$ cat config.mk
export PLATFORM = sky130hd
export DESIGN_NAME = ExecuteCore
export DESIGN_NICKNAME = d
export VERILOG_FILES = /design/src/source/RvTypes.sv /design/src/source/InstDecoder.sv /design/src/source/RegisterFile.sv /design/src/source/PipelineIDEX.sv /design/src/source/ExecuteStage.sv /design/src/source/PipelineEXMEM.sv /design/src/source/ExecuteCore.sv
export SDC_FILE = /design/constraint.sdc
export NUM_CORES = 2
export LEC_CHECK = 0
export BUFFER_PORTS_ARGS = -buffer_cell sky130_fd_sc_hd__buf_2
export CAP_MARGIN = 20
export CORE_AREA = 5 5 444 446
export CTS_CLUSTER_DIAMETER = 120
export DETAILED_ROUTE_END_ITERATION = 8
export DIE_AREA = 0 0 449 451
export GPL_TIMING_DRIVEN = 0
export HOLD_SLACK_MARGIN = 0.1
export SYNTH_ARGS = -nofsm -noshare
export SYNTH_HDL_FRONTEND = slang
export SYNTH_SLANG_ARGS = --single-unit
$ cat constraint.sdc
create_clock -name i_clock -period 6.9 [get_ports i_clock]
set_input_delay 0 -clock i_clock [delete_from_list [all_inputs] [get_ports i_clock]]
set_output_delay 0 -clock i_clock [all_outputs]
set_load 0.02 [all_outputs]
$ cat src/source/RvTypes.sv
`default_nettype none

package RvTypes;

    typedef logic [31:0] Data;           // Register or ALU value
    typedef logic [31:0] InstAddr;       // Program counter
    typedef logic [31:0] Inst;           // Instruction word
    typedef logic [4:0]  RegAddr;        // Register index

    // ADD must stay at zero, it is the bubble operation
    typedef enum logic [3:0] {
        AluOp_ADD,
        AluOp_SUB,
        AluOp_SLL,
        AluOp_SLT,
        AluOp_SLTU,
        AluOp_XOR,
        AluOp_SRL,
        AluOp_SRA,
        AluOp_OR,
        AluOp_AND
    } AluOp;

    typedef enum logic [1:0] {
        DataAccess_BYTE,                 // Same encoding as funct3[1:0]
        DataAccess_HALF,
        DataAccess_WORD
    } DataAccess;

    typedef enum logic [1:0] {
        OperandASel_REG,
        OperandASel_PC,
        OperandASel_ZERO
    } OperandASel;

    typedef enum logic {
        OperandBSel_REG,
        OperandBSel_IMM
    } OperandBSel;

    typedef enum logic {
        RegWrDataSel_ALU,
        RegWrDataSel_MEM
    } RegWrDataSel;

    localparam logic [6:0] opcodeOp    = 7'b0110011;
    localparam logic [6:0] opcodeOpImm = 7'b0010011;
    localparam logic [6:0] opcodeLui   = 7'b0110111;
    localparam logic [6:0] opcodeAuipc = 7'b0010111;
    localparam logic [6:0] opcodeLoad  = 7'b0000011;
    localparam logic [6:0] opcodeStore = 7'b0100011;

    typedef struct packed {
        RegAddr      regWrAddr;
        logic        regWrEnable;
        RegWrDataSel regWrDataSel;
        logic        memWrEnable;
        logic        memRdEnable;
        DataAccess   memAccess;
        logic        memUnsigned;
        OperandASel  operandASel;
        OperandBSel  operandBSel;
        AluOp        aluControl;
    } DecodeCtrl;

    typedef struct packed {
        InstAddr   pc;
        Data       instIMM;
        Data       dataA;                // rs1 value
        Data       dataB;                // rs2 value
        DecodeCtrl ctrl;
    } IdExItem;

    typedef struct packed {
        InstAddr     pc;
        Data         aluResult;
        Data         storeData;
        RegAddr      regWrAddr;
        logic        regWrEnable;
        RegWrDataSel regWrDataSel;
        logic        memWrEnable;
        logic        memRdEnable;
        DataAccess   memAccess;
        logic        memUnsigned;
    } ExMemItem;

    // All-zero encodings give ADD and cleared enables
    localparam DecodeCtrl bubbleCtrl  = '0;
    localparam IdExItem   bubbleIdEx  = '0;
    localparam ExMemItem  bubbleExMem = '0;

endpackage

`default_nettype wire

$ cat src/source/InstDecoder.sv
`timescale 1ns/1ps
`default_nettype none

module InstDecoder (
    input  RvTypes::Inst       i_inst,       // Instruction word
    output RvTypes::DecodeCtrl o_ctrl,       // Decoded controls
    output RvTypes::Data       o_instIMM,    // Sign extended immediate
    output RvTypes::RegAddr    o_rs1Addr,
    output RvTypes::RegAddr    o_rs2Addr
);

    logic [6:0]      opcode;
    logic [2:0]      funct3;
    RvTypes::RegAddr rd;
    RvTypes::Data    immI;
    RvTypes::Data    immS;
    RvTypes::Data    immU;

    assign opcode    = i_inst[6:0];
    assign funct3    = i_inst[14:12];
    assign rd        = i_inst[11:7];
    assign o_rs1Addr = i_inst[19:15];
    assign o_rs2Addr = i_inst[24:20];

    assign immI = {{20{i_inst[31]}}, i_inst[31:20]};
    assign immS = {{20{i_inst[31]}}, i_inst[31:25], i_inst[11:7]};
    assign immU = {i_inst[31:12], 12'b0};

    // Bit 30 selects SUB only for register ops, SRA for both
    function automatic RvTypes::AluOp aluOpFromFunct(input logic [2:0] funct,
                                                     input logic       alt,
                                                     input logic       isReg);
        case (funct)
            3'b000:  return (alt && isReg) ? RvTypes::AluOp_SUB : RvTypes::AluOp_ADD;
            3'b001:  return RvTypes::AluOp_SLL;
            3'b010:  return RvTypes::AluOp_SLT;
            3'b011:  return RvTypes::AluOp_SLTU;
            3'b100:  return RvTypes::AluOp_XOR;
            3'b101:  return alt ? RvTypes::AluOp_SRA : RvTypes::AluOp_SRL;
            3'b110:  return RvTypes::AluOp_OR;
            default: return RvTypes::AluOp_AND;
        endcase
    endfunction

    always_comb
    begin
        o_ctrl    = RvTypes::bubbleCtrl;   // Unknown opcodes stay a bubble
        o_instIMM = '0;
        case (opcode)
            RvTypes::opcodeOp:
            begin
                o_ctrl.regWrAddr   = rd;
                o_ctrl.regWrEnable = 1'b1;
                o_ctrl.operandASel = RvTypes::OperandASel_REG;
                o_ctrl.operandBSel = RvTypes::OperandBSel_REG;
                o_ctrl.aluControl  = aluOpFromFunct(funct3, i_inst[30], 1'b1);
            end
            RvTypes::opcodeOpImm:
            begin
                o_ctrl.regWrAddr   = rd;
                o_ctrl.regWrEnable = 1'b1;
                o_ctrl.operandASel = RvTypes::OperandASel_REG;
                o_ctrl.operandBSel = RvTypes::OperandBSel_IMM;
                o_ctrl.aluControl  = aluOpFromFunct(funct3, i_inst[30], 1'b0);
                o_instIMM          = immI;
            end
            RvTypes::opcodeLui, RvTypes::opcodeAuipc:
            begin
                o_ctrl.regWrAddr   = rd;
                o_ctrl.regWrEnable = 1'b1;
                o_ctrl.operandASel = (opcode == RvTypes::opcodeLui) ?
                                     RvTypes::OperandASel_ZERO : RvTypes::OperandASel_PC;
                o_ctrl.operandBSel = RvTypes::OperandBSel_IMM;
                o_instIMM          = immU;
            end
            RvTypes::opcodeLoad:
                if (funct3 inside {3'b000, 3'b001, 3'b010, 3'b100, 3'b101})
                begin
                    o_ctrl.regWrAddr    = rd;
                    o_ctrl.regWrEnable  = 1'b1;
                    o_ctrl.regWrDataSel = RvTypes::RegWrDataSel_MEM;
                    o_ctrl.memRdEnable  = 1'b1;
                    o_ctrl.memAccess    = RvTypes::DataAccess'(funct3[1:0]);
                    o_ctrl.memUnsigned  = funct3[2];
                    o_ctrl.operandASel  = RvTypes::OperandASel_REG;
                    o_ctrl.operandBSel  = RvTypes::OperandBSel_IMM;
                    o_instIMM           = immI;   // Address offset
                end
            RvTypes::opcodeStore:
                if (funct3 inside {3'b000, 3'b001, 3'b010})
                begin
                    o_ctrl.memWrEnable = 1'b1;
                    o_ctrl.memAccess   = RvTypes::DataAccess'(funct3[1:0]);
                    o_ctrl.operandASel = RvTypes::OperandASel_REG;
                    o_ctrl.operandBSel = RvTypes::OperandBSel_IMM;
                    o_instIMM          = immS;
                end
            default:
                o_ctrl = RvTypes::bubbleCtrl;
        endcase
    end

endmodule

`default_nettype wire

$ cat src/source/RegisterFile.sv
`timescale 1ns/1ps
`default_nettype none

module RegisterFile (
    input  wire logic            i_clock,
    input  wire logic            i_reset,
    input  RvTypes::RegAddr      i_rs1Addr,
    input  RvTypes::RegAddr      i_rs2Addr,
    output RvTypes::Data         o_rs1Data,
    output RvTypes::Data         o_rs2Data,
    input  RvTypes::RegAddr      i_wrAddr,     // Write-back port
    input  RvTypes::Data         i_wrData,
    input  wire logic            i_wrEnable
);

    RvTypes::Data regs [32];
    logic         wrValid;                    // x0 writes dropped
    logic         bypass1;
    logic         bypass2;

    assign wrValid = i_wrEnable && (i_wrAddr != '0);
    assign bypass1 = wrValid && (i_wrAddr == i_rs1Addr);
    assign bypass2 = wrValid && (i_wrAddr == i_rs2Addr);

    always_ff @(posedge i_clock)
    begin
        if (i_reset)
        begin
            for (int i = 0; i < 32; i++)
                regs[i] <= '0;
        end
        else if (wrValid)
            regs[i_wrAddr] <= i_wrData;
    end

    // Write-first, incoming data wins over stored value
    assign o_rs1Data = (i_rs1Addr == '0) ? '0 : bypass1 ? i_wrData : regs[i_rs1Addr];
    assign o_rs2Data = (i_rs2Addr == '0) ? '0 : bypass2 ? i_wrData : regs[i_rs2Addr];

endmodule

`default_nettype wire

$ cat src/source/PipelineIDEX.sv
`timescale 1ns/1ps
`default_nettype none

module PipelineIDEX (
    input  wire logic       i_clock,
    input  wire logic       i_reset,
    input  wire logic       i_stall,    // Holds content, wins over flush
    input  wire logic       i_flush,    // Loads a bubble
    input  RvTypes::IdExItem i_item,
    output RvTypes::IdExItem o_item
);

    always_ff @(posedge i_clock)
    begin
        case ({i_reset, i_stall, i_flush})
            3'b000:                         // Normal
                o_item <= i_item;
            3'b001:                         // Flush
                o_item <= RvTypes::bubbleIdEx;
            3'b010,
            3'b011:                         // Stall
                o_item <= o_item;
            default:                        // Reset in any combination
                o_item <= RvTypes::bubbleIdEx;
        endcase
    end

endmodule

`default_nettype wire

$ cat src/source/ExecuteStage.sv
`timescale 1ns/1ps
`default_nettype none

module ExecuteStage (
    input  RvTypes::IdExItem  i_item,
    output RvTypes::ExMemItem o_result
);

    RvTypes::Data operandA;
    RvTypes::Data operandB;
    RvTypes::Data aluResult;
    logic [4:0]   shamt;

    always_comb
    begin
        case (i_item.ctrl.operandASel)
            RvTypes::OperandASel_PC:   operandA = i_item.pc;
            RvTypes::OperandASel_ZERO: operandA = '0;    // LUI
            default:                   operandA = i_item.dataA;
        endcase
    end

    assign operandB = (i_item.ctrl.operandBSel == RvTypes::OperandBSel_IMM) ?
                      i_item.instIMM : i_item.dataB;
    assign shamt    = operandB[4:0];

    always_comb
    begin
        case (i_item.ctrl.aluControl)
            RvTypes::AluOp_SUB:  aluResult = operandA - operandB;
            RvTypes::AluOp_SLL:  aluResult = operandA << shamt;
            RvTypes::AluOp_SLT:
                aluResult = {31'b0, $signed(operandA) < $signed(operandB)};
            RvTypes::AluOp_SLTU: aluResult = {31'b0, operandA < operandB};
            RvTypes::AluOp_XOR:  aluResult = operandA ^ operandB;
            RvTypes::AluOp_SRL:  aluResult = operandA >> shamt;
            RvTypes::AluOp_SRA:  aluResult = RvTypes::Data'($signed(operandA) >>> shamt);
            RvTypes::AluOp_OR:   aluResult = operandA | operandB;
            RvTypes::AluOp_AND:  aluResult = operandA & operandB;
            default:             aluResult = operandA + operandB;   // ADD, also addresses
        endcase
    end

    always_comb
    begin
        o_result.pc           = i_item.pc;
        o_result.aluResult    = aluResult;
        o_result.storeData    = i_item.dataB;       // rs2 for stores
        o_result.regWrAddr    = i_item.ctrl.regWrAddr;
        o_result.regWrEnable  = i_item.ctrl.regWrEnable;
        o_result.regWrDataSel = i_item.ctrl.regWrDataSel;
        o_result.memWrEnable  = i_item.ctrl.memWrEnable;
        o_result.memRdEnable  = i_item.ctrl.memRdEnable;
        o_result.memAccess    = i_item.ctrl.memAccess;
        o_result.memUnsigned  = i_item.ctrl.memUnsigned;
    end

endmodule

`default_nettype wire

$ cat src/source/PipelineEXMEM.sv
`timescale 1ns/1ps
`default_nettype none

module PipelineEXMEM (
    input  wire logic         i_clock,
    input  wire logic         i_reset,
    input  wire logic         i_stall,     // ID/EX held, so no new item
    input  RvTypes::ExMemItem i_item,
    output RvTypes::ExMemItem o_item
);

    // A stalled ID/EX would repeat its item, a bubble keeps it single
    always_ff @(posedge i_clock)
    begin
        if (i_reset || i_stall)
            o_item <= RvTypes::bubbleExMem;
        else
            o_item <= i_item;
    end

endmodule

`default_nettype wire

$ cat src/source/ExecuteCore.sv
`timescale 1ns/1ps
`default_nettype none

module ExecuteCore (
    input  wire logic         i_clock,
    input  wire logic         i_reset,
    input  wire logic         i_stall,
    input  wire logic         i_flush,
    input  RvTypes::Inst      i_inst,       // Held by the environment while stalled
    input  RvTypes::InstAddr  i_pc,
    input  RvTypes::RegAddr   i_wbAddr,     // Write-back port
    input  RvTypes::Data      i_wbData,
    input  wire logic         i_wbEnable,
    output RvTypes::ExMemItem o_exMem
);

    RvTypes::DecodeCtrl decCtrl;
    RvTypes::Data       decImm;
    RvTypes::RegAddr    rs1Addr;
    RvTypes::RegAddr    rs2Addr;
    RvTypes::Data       rs1Data;
    RvTypes::Data       rs2Data;
    RvTypes::IdExItem   idExIn;
    RvTypes::IdExItem   idExOut;
    RvTypes::ExMemItem  exResult;

    InstDecoder decoder (
        .i_inst    (i_inst),
        .o_ctrl    (decCtrl),
        .o_instIMM (decImm),
        .o_rs1Addr (rs1Addr),
        .o_rs2Addr (rs2Addr)
    );

    RegisterFile regFile (
        .i_clock    (i_clock),
        .i_reset    (i_reset),
        .i_rs1Addr  (rs1Addr),
        .i_rs2Addr  (rs2Addr),
        .o_rs1Data  (rs1Data),
        .o_rs2Data  (rs2Data),
        .i_wrAddr   (i_wbAddr),
        .i_wrData   (i_wbData),
        .i_wrEnable (i_wbEnable)
    );

    assign idExIn = '{pc: i_pc, instIMM: decImm, dataA: rs1Data, dataB: rs2Data, ctrl: decCtrl};

    PipelineIDEX idEx (
        .i_clock (i_clock),
        .i_reset (i_reset),
        .i_stall (i_stall),
        .i_flush (i_flush),
        .i_item  (idExIn),
        .o_item  (idExOut)
    );

    ExecuteStage execute (
        .i_item   (idExOut),
        .o_result (exResult)
    );

    PipelineEXMEM exMem (
        .i_clock (i_clock),
        .i_reset (i_reset),
        .i_stall (i_stall),
        .i_item  (exResult),
        .o_item  (o_exMem)
    );

endmodule

`default_nettype wire

* Word level (Yosys, flattened, before mapping)
Memories as Yosys holds them, arrays and structs flattened.
Cells that the tools add are included.
** Operators by class
- Add/subtract/negate cells :: 2
- Order comparisons :: 2
- Eq/ne operators :: 27
- Shift-type cells :: 3
- Mux-type cells :: 37
- Bitwise logic cells :: 3
- Reduce and logical (&&, ||, !) cells :: 15
** Operators with widths (number)
- $pmux W147 S2 :: 1
- $pmux W32 S9 :: 1
- $mux W32 :: 8
- $pmux W32 S4 :: 1
- $lt A32 B32 Y1 :: 2
- $pmux W32 S2 :: 1
- $pmux W4 S7 :: 2
- $add A32 B32 Y32 :: 1
- $and A32 B32 Y32 :: 1
- $or A32 B32 Y32 :: 1
- $reduce_or A32 Y1 :: 1
- $shl A32 B5 Y32 :: 1
- $shr A32 B5 Y32 :: 1
- $sshr A32 B5 Y32 :: 1
- $sub A32 B32 Y32 :: 1
- $xor A32 B32 Y32 :: 1
- $eq A7 B6 Y1 const B :: 3
- $eq A4 B3 Y1 const B :: 4
- $eq A7 B5 Y1 const B :: 2
- $mux W1 :: 14
- $mux W7 :: 2
- $eq A3 B2 Y1 const B :: 4
- $pmux W3 S4 :: 1
- $pmux W6 S2 :: 1
- 21 further kinds :: 33
** Word-level totals
- Flip-flop bits (word level) :: 255
- Bits in writable memories :: 1024
- Bits of input ports :: 106
- Output and inout bits :: 108
- Word-level logic and storage cells :: 114
- Memories kept :: 1
** Memories
- regFile.regs :: depth 32, bits a word 32, rd ports 2, clocked after Yosys merged registers in 0, wr ports 32, RTL line RegisterFile.sv:16 : RvTypes::Data regs [32];

* Logic depth before layout (Yosys ltp)
- Word-level depth :: 7
- Depth in mapped cells :: 20
- Depth with buffers taken out :: 17

* Cells and area by module
A second synthesis with hierarchy kept.
** Second synthesis, totals
- Cell total of the unflattened synthesis :: 6141
- Area, all modules :: 77174.0 µm²
** Modules (own cells, without submodules)
- RegisterFile :: instances 1, cells an instance 3918, area each 55723.4 µm², sequential area each 30749.5 µm²
- ExecuteStage :: instances 1, cells an instance 1527, area each 10576.4 µm², sequential area each 0.0 µm²
- PipelineIDEX :: instances 1, cells an instance 343, area each 6739.0 µm², sequential area each 4414.2 µm²
- PipelineEXMEM :: instances 1, cells an instance 240, area each 3236.9 µm², sequential area each 2162.1 µm²
- InstDecoder :: instances 1, cells an instance 113, area each 898.4 µm², sequential area each 0.0 µm²

* Worst setup path after synthesis
OpenSTA, ideal clock, no wires.
- Kind :: register -> register
- From :: register idEx.o_item[5] (netlist name)
- To :: register exMem.o_item[70] (netlist name)
- Library setup time :: 0.134 ns
- Arrival :: 4.458 ns
- Required time :: 6.766 ns
- Path slack :: 2.308 ns
- Stages on the path, launching flop included :: 19
- Buffers on the path :: 4
- Clock period less this slack :: 4.592 ns
- Cell sequence :: edfxtp_1 -> ha_1 -> clkbuf_1 -> buf_2 -> buf_2 -> clkbuf_1 -> a22o_1 -> ha_1 -> inv_1 -> fa_1 -> nand2b_1 -> a221oi_1 -> a21oi_1 -> a2111oi_1 -> o221ai_1 -> xnor2_1 -> nor2_1 -> a2111oi_0 -> a21oi_1
** On the way
- Cells in the longest elaborated chain, start to end :: 4
- Elaborated cells between the ends (all ways) :: 12
- Those cells by class :: 2 x add/sub; 2 x eq/ne; 3 x shift; 2 x mux; 3 x bitwise
** RTL lines
- from (decl) :: RTL line PipelineIDEX.sv:10 : output RvTypes::IdExItem o_item
- from (signal assigned) :: RTL line PipelineIDEX.sv:17 : o_item <= i_item;
- from (signal assigned) :: RTL line PipelineIDEX.sv:19 : o_item <= RvTypes::bubbleIdEx;
- from (signal assigned) :: RTL line PipelineIDEX.sv:22 : o_item <= o_item;
- $eq A2 B2 Y1 or $eq A2 B1 Y1 (tied branches) :: RTL line ExecuteStage.sv:16 : case (i_item.ctrl.operandASel)
- $pmux W32 S2 * :: RTL line ExecuteStage.sv:16
- $add A32 B32 Y32 (tied with other cells) :: RTL line ExecuteStage.sv:40 : default: aluResult = operandA + operandB;
- $pmux W32 S9 * :: RTL line ExecuteStage.sv:29 : case (i_item.ctrl.aluControl)
- to (signal assigned) :: RTL line PipelineEXMEM.sv:16 : o_item <= RvTypes::bubbleExMem;
- to (signal assigned) :: RTL line PipelineEXMEM.sv:18 : o_item <= i_item;
- to (decl) :: RTL line PipelineEXMEM.sv:9 : output RvTypes::ExMemItem o_item
Every way passes the cells marked *; elsewhere a longest branch is shown, timed or not.
A chain may end at the register's enable or synchronous reset.

* Worst setup path in the final report
- From :: register idEx.o_item[4] (netlist name)
- To :: register exMem.o_item[73] (netlist name)
** On the way
- Cells in the longest elaborated chain, start to end :: 3
- Elaborated cells between the ends (all ways) :: 10
- Those cells by class :: 2 x add/sub; 3 x shift; 2 x mux; 3 x bitwise
** RTL lines
- $mux W32 * :: RTL line ExecuteStage.sv:23 : assign operandB = (i_item.ctrl.operandBSel == RvTypes::OperandBSel_IMM) ?
- $add A32 B32 Y32 (tied with other cells) :: RTL line ExecuteStage.sv:40
- $pmux W32 S9 * :: RTL line ExecuteStage.sv:29
Marks and branches as above.

==> flow_summary.yaml <==
placed_design:
  dpl_worst_slack_ps: 132
  hpwl_mm: 233
  dpl-instance-area_sq_um: 77900
  place_inst: 8192
  gp_congestion: 1.02
  port_buffers: 200
die:
  die_width_um: 449
  num_rows: 161
  fp.dieH_um: 451
  io_pins: 214
  start_util: 0.379
  die-area_sq_um: 202000
  core_area_sq_um: 192000
critical_path:
  cp-end-kind: "register"
  crit_path_end: "exMem.o_item[73]"
  path_max_fanout: 10
  cp_common_cell: "clkbuf_1"
  cp.required_ps: 7470
  r2r_start: "idEx.o_item[4]"
  worst_setup_path_start_kind: "register"
  path_cells: "buf_6 -> mux2_2 -> clkbuf_1 -> clkbuf_1 -> clkbuf_1 -> clkbuf_1 -> ha_1 -> o21bai_1 -> o2111ai_1 -> a21boi_0 -> a211oi_1 -> o31ai_1 -> a21boi_0 -> xnor2_1 -> a2111oi_0 -> a21oi_1"
  rrSetupSlack_ps: 170
  cpPeakStageDelay_ps: 730
  rr_worst_depth: 16
  critPathLaunch: "idEx.o_item[4]"
  arrival_ps: 7310
  crit_family: "compound AO/OA/AOI/OAI gates"
  r2r_end: "exMem.o_item[73]"
  crit_cells: 16
  path_class: "register to register"
  critPathSlowestCell: "clkbuf_1"
  timing.critical_path.buf_inv: 5
power:
  swShare: 0.290
  clkPwrFrac: 0.368
  p_int_mw: 14.3
  p_leak_nw: 29.5
  p_switching_mw: 5.85
  sequentialPowerShare: 0.453
  peakVddDrop_uv: 230
  power_mw: 20.2
  p_per_area_nw_per_um2: 241
  comb_power_share: 0.179
global_routing:
  grt_use_total: 0.276
  grt_antenna_before_repair: 25
  first_global_vias: 51100
  grt_max_degree: 64
  grt_overflow: 0
  grt_pass1_wl_mm: 395
worst_hold_path:
  hold_class: "input pin to register"
clock_tree:
  clk_pin_slew_ps: 60
  cts_tree: "built"
  clk_latency_ps: 790
  post_cts_buffers: 0
  cts.sinks: 1277
  cts_made_buffers: 137
  cts_root_buf: "clkbuf_16"
  h-tree-depth: 4
  cts.path.max_buffers: 3
drt:
  via_per_inst: 6.00
  first_pass_iters: 6
  routed_wl_mm: 286
  drt_iter0_drc: 6333
  num_vias: 51500
  ant_nets: 0
  wl_per_cell_um: 33.3
  drc_errors: 0
sta:
  finalCriticalPeriod_ps: 6730
  worst_pin_slew_ps: 1310
  slew_headroom: 0.118
  setup_viol: 0
  worst_slack_ps: 166
  hold_slack_ps: 141
  fin_crit_sh: 0.976
  max_freq_mhz: 149
  fin_tns_setup_ps: 0
  grt_setup_unrepaired: "no"
  hold_viol_final: 0
  maxSlewViolCount: 0
  fin_worst_skew_ps: 68.4
synthesis:
  yosysSeqAreaShare: 0.511
  synth_ff_type: "edfxtp_1"
  synth_area_sq_um: 72900
  ys_ff_latch: 1277
  synth_edf_count: 1170
  ys_types: 98
  synth_area_per_cell_sq_um: 13.5
  synth_cells: 5379
  yosysWarnings: 0
  async_reset_ff_frac: 0
run:
  drv_cap: 0
finish:
  stdcell_count: 8579
  fin_nets: 6150
  final_cell_mix: "edfxtp_1 (1170), and2_1 (1132), mux4_2 (661), clkbuf_1 (427), nor2_1 (254)"
  layout_commonest_cell: "edfxtp_1"
  area_delta_synth_final_pct: 15.0
  drive_gt1_frac: 0.210
  fin_util: 0.436
  final_area_sq_um: 83900
status:
  status: "finished, final reports clean"
==> worst min path at each step <==
stage                          start                to  slack (ps)  cells past startpoint
after floorplan           i_inst[25]  idEx.o_item[108]         190                      1
after global placement       i_pc[7]  idEx.o_item[122]         290                      2
after detailed placement     i_pc[0]  idEx.o_item[115]         280                      2
after CTS                 i_inst[28]  idEx.o_item[111]         100                      3
after global routing      i_inst[26]  idEx.o_item[109]         120                      3
final                     i_inst[28]  idEx.o_item[111]         140                      3
==> worst register-to-register path, stage by stage, from the launching register on <==
cell and delay, ps:
edfxtp_1 380, buf_6 150, mux2_2 270, clkbuf_1 470
clkbuf_1 490, clkbuf_1 620, clkbuf_1 730, ha_1 430
o21bai_1 290, o2111ai_1 230, a21boi_0 410, a211oi_1 290
o31ai_1 680, a21boi_0 260, xnor2_1 190, a2111oi_0 410
a21oi_1 230
==> timing repair <==
| item | 4_1_cts | 5_1_grt |
|---|---|---|
| endpoints found under the hold margin | 1175 | 0 |
| hold buffers | 129 | 0 |
| resized for setup | 0 | 3 |
| setup endpoints to repair | 0 | 3 |
==> cell type report <==
type | count | area [sq um]
Fill cell | 17400 | 108000
Sequential cell | 1277 | 37300
Multi-Input combinational cell | 3490 | 33300
Clock buffer | 158 | 3530
Timing Repair Buffer | 395 | 3160
Tap cell | 2526 | 3160
Buffer | 525 | 2060
Clock inverter | 85 | 946
Inverter | 118 | 445
Antenna cell | 5 | 12.5
==> routing by layer <==
metal / up-vias / GRT usage / wire (um) / part of all wire
li1: 21600 / - / - / -
met2: 2882 / 0.456 / 135000 / 0.47
met4: 4 / 0.128 / 16900 / 0.059
met1: 26400 / 0.349 / 108000 / 0.38
met3: 546 / 0.0579 / 26300 / 0.092
met5: - / 0 / 23 / 0.000080
==> cells by family (layout without fill, tap and decap cells) <==
| family | Yosys count | in the layout | share of synthesized area |
|---|---|---|---|
| AO/OA/AOI/OAI | 718 | 718 | 0.0674 |
| XOR/XNOR | 32 | 32 | 0.00385 |
| adder cells (fa/ha/maj) | 100 | 100 | 0.0174 |
| buffers and inverters | 643 | 1281 | 0.0342 |
| flip-flops | 1277 | 1277 | 0.511 |
| multiplexers | 825 | 825 | 0.228 |
| other | 1 | 37 | 0.0000515 |
| AND/OR/NAND/NOR | 1783 | 1783 | 0.138 |
==> sequential cells by signal, summed over array words and instances, names as in the netlist <==
| signal | flops |
|---|---|
| exMem.o_item | 107 |
| idEx.o_item | 146 |
| regFile.regs | 1024 |
==> cell usage after synthesis (13+ instances only) <==
cell type | number | area [sq um]
a211oi_1 | 86 | 646
a21o_1 | 40 | 300
a21oi_1 | 128 | 641
a221o_1 | 17 | 170
a221oi_1 | 28 | 245
a22o_1 | 14 | 123
a22oi_1 | 29 | 218
a31oi_1 | 36 | 225
and2_1 | 1132 | 7080
buf_1 | 82 | 308
buf_2 | 21 | 105
clkbuf_1 | 414 | 1550
dfxtp_1 | 107 | 2140
edfxtp_1 | 1170 | 35100
ha_1 | 98 | 1230
inv_1 | 113 | 424
mux2_2 | 46 | 518
mux2i_1 | 117 | 1170
mux4_2 | 661 | 14900
nand2_1 | 175 | 657
nand2b_1 | 22 | 138
nand3_1 | 43 | 215
nor2_1 | 254 | 953
nor2b_1 | 13 | 81.3
nor3_1 | 35 | 175
o2111ai_1 | 13 | 114
o211ai_1 | 23 | 173
o21ai_0 | 144 | 721
o22ai_1 | 21 | 131
or2_2 | 39 | 244
xnor2_1 | 24 | 210
==> power by group through the flow <==
stage / sequential, mW / combinational [mW] / clock, mW
finish: 9.14 / 3.61 / 7.43
global route: 9.17 / 3.71 / 7.82
CTS: 9.13 / 3.50 / 7.50
detailed placement: 9.29 / 3.43 / 0
global placement: 9.25 / 3.38 / 0
floorplan: 9.19 / 2.02 / 0
Note: power is estimated with default switching activity, not from simulation.
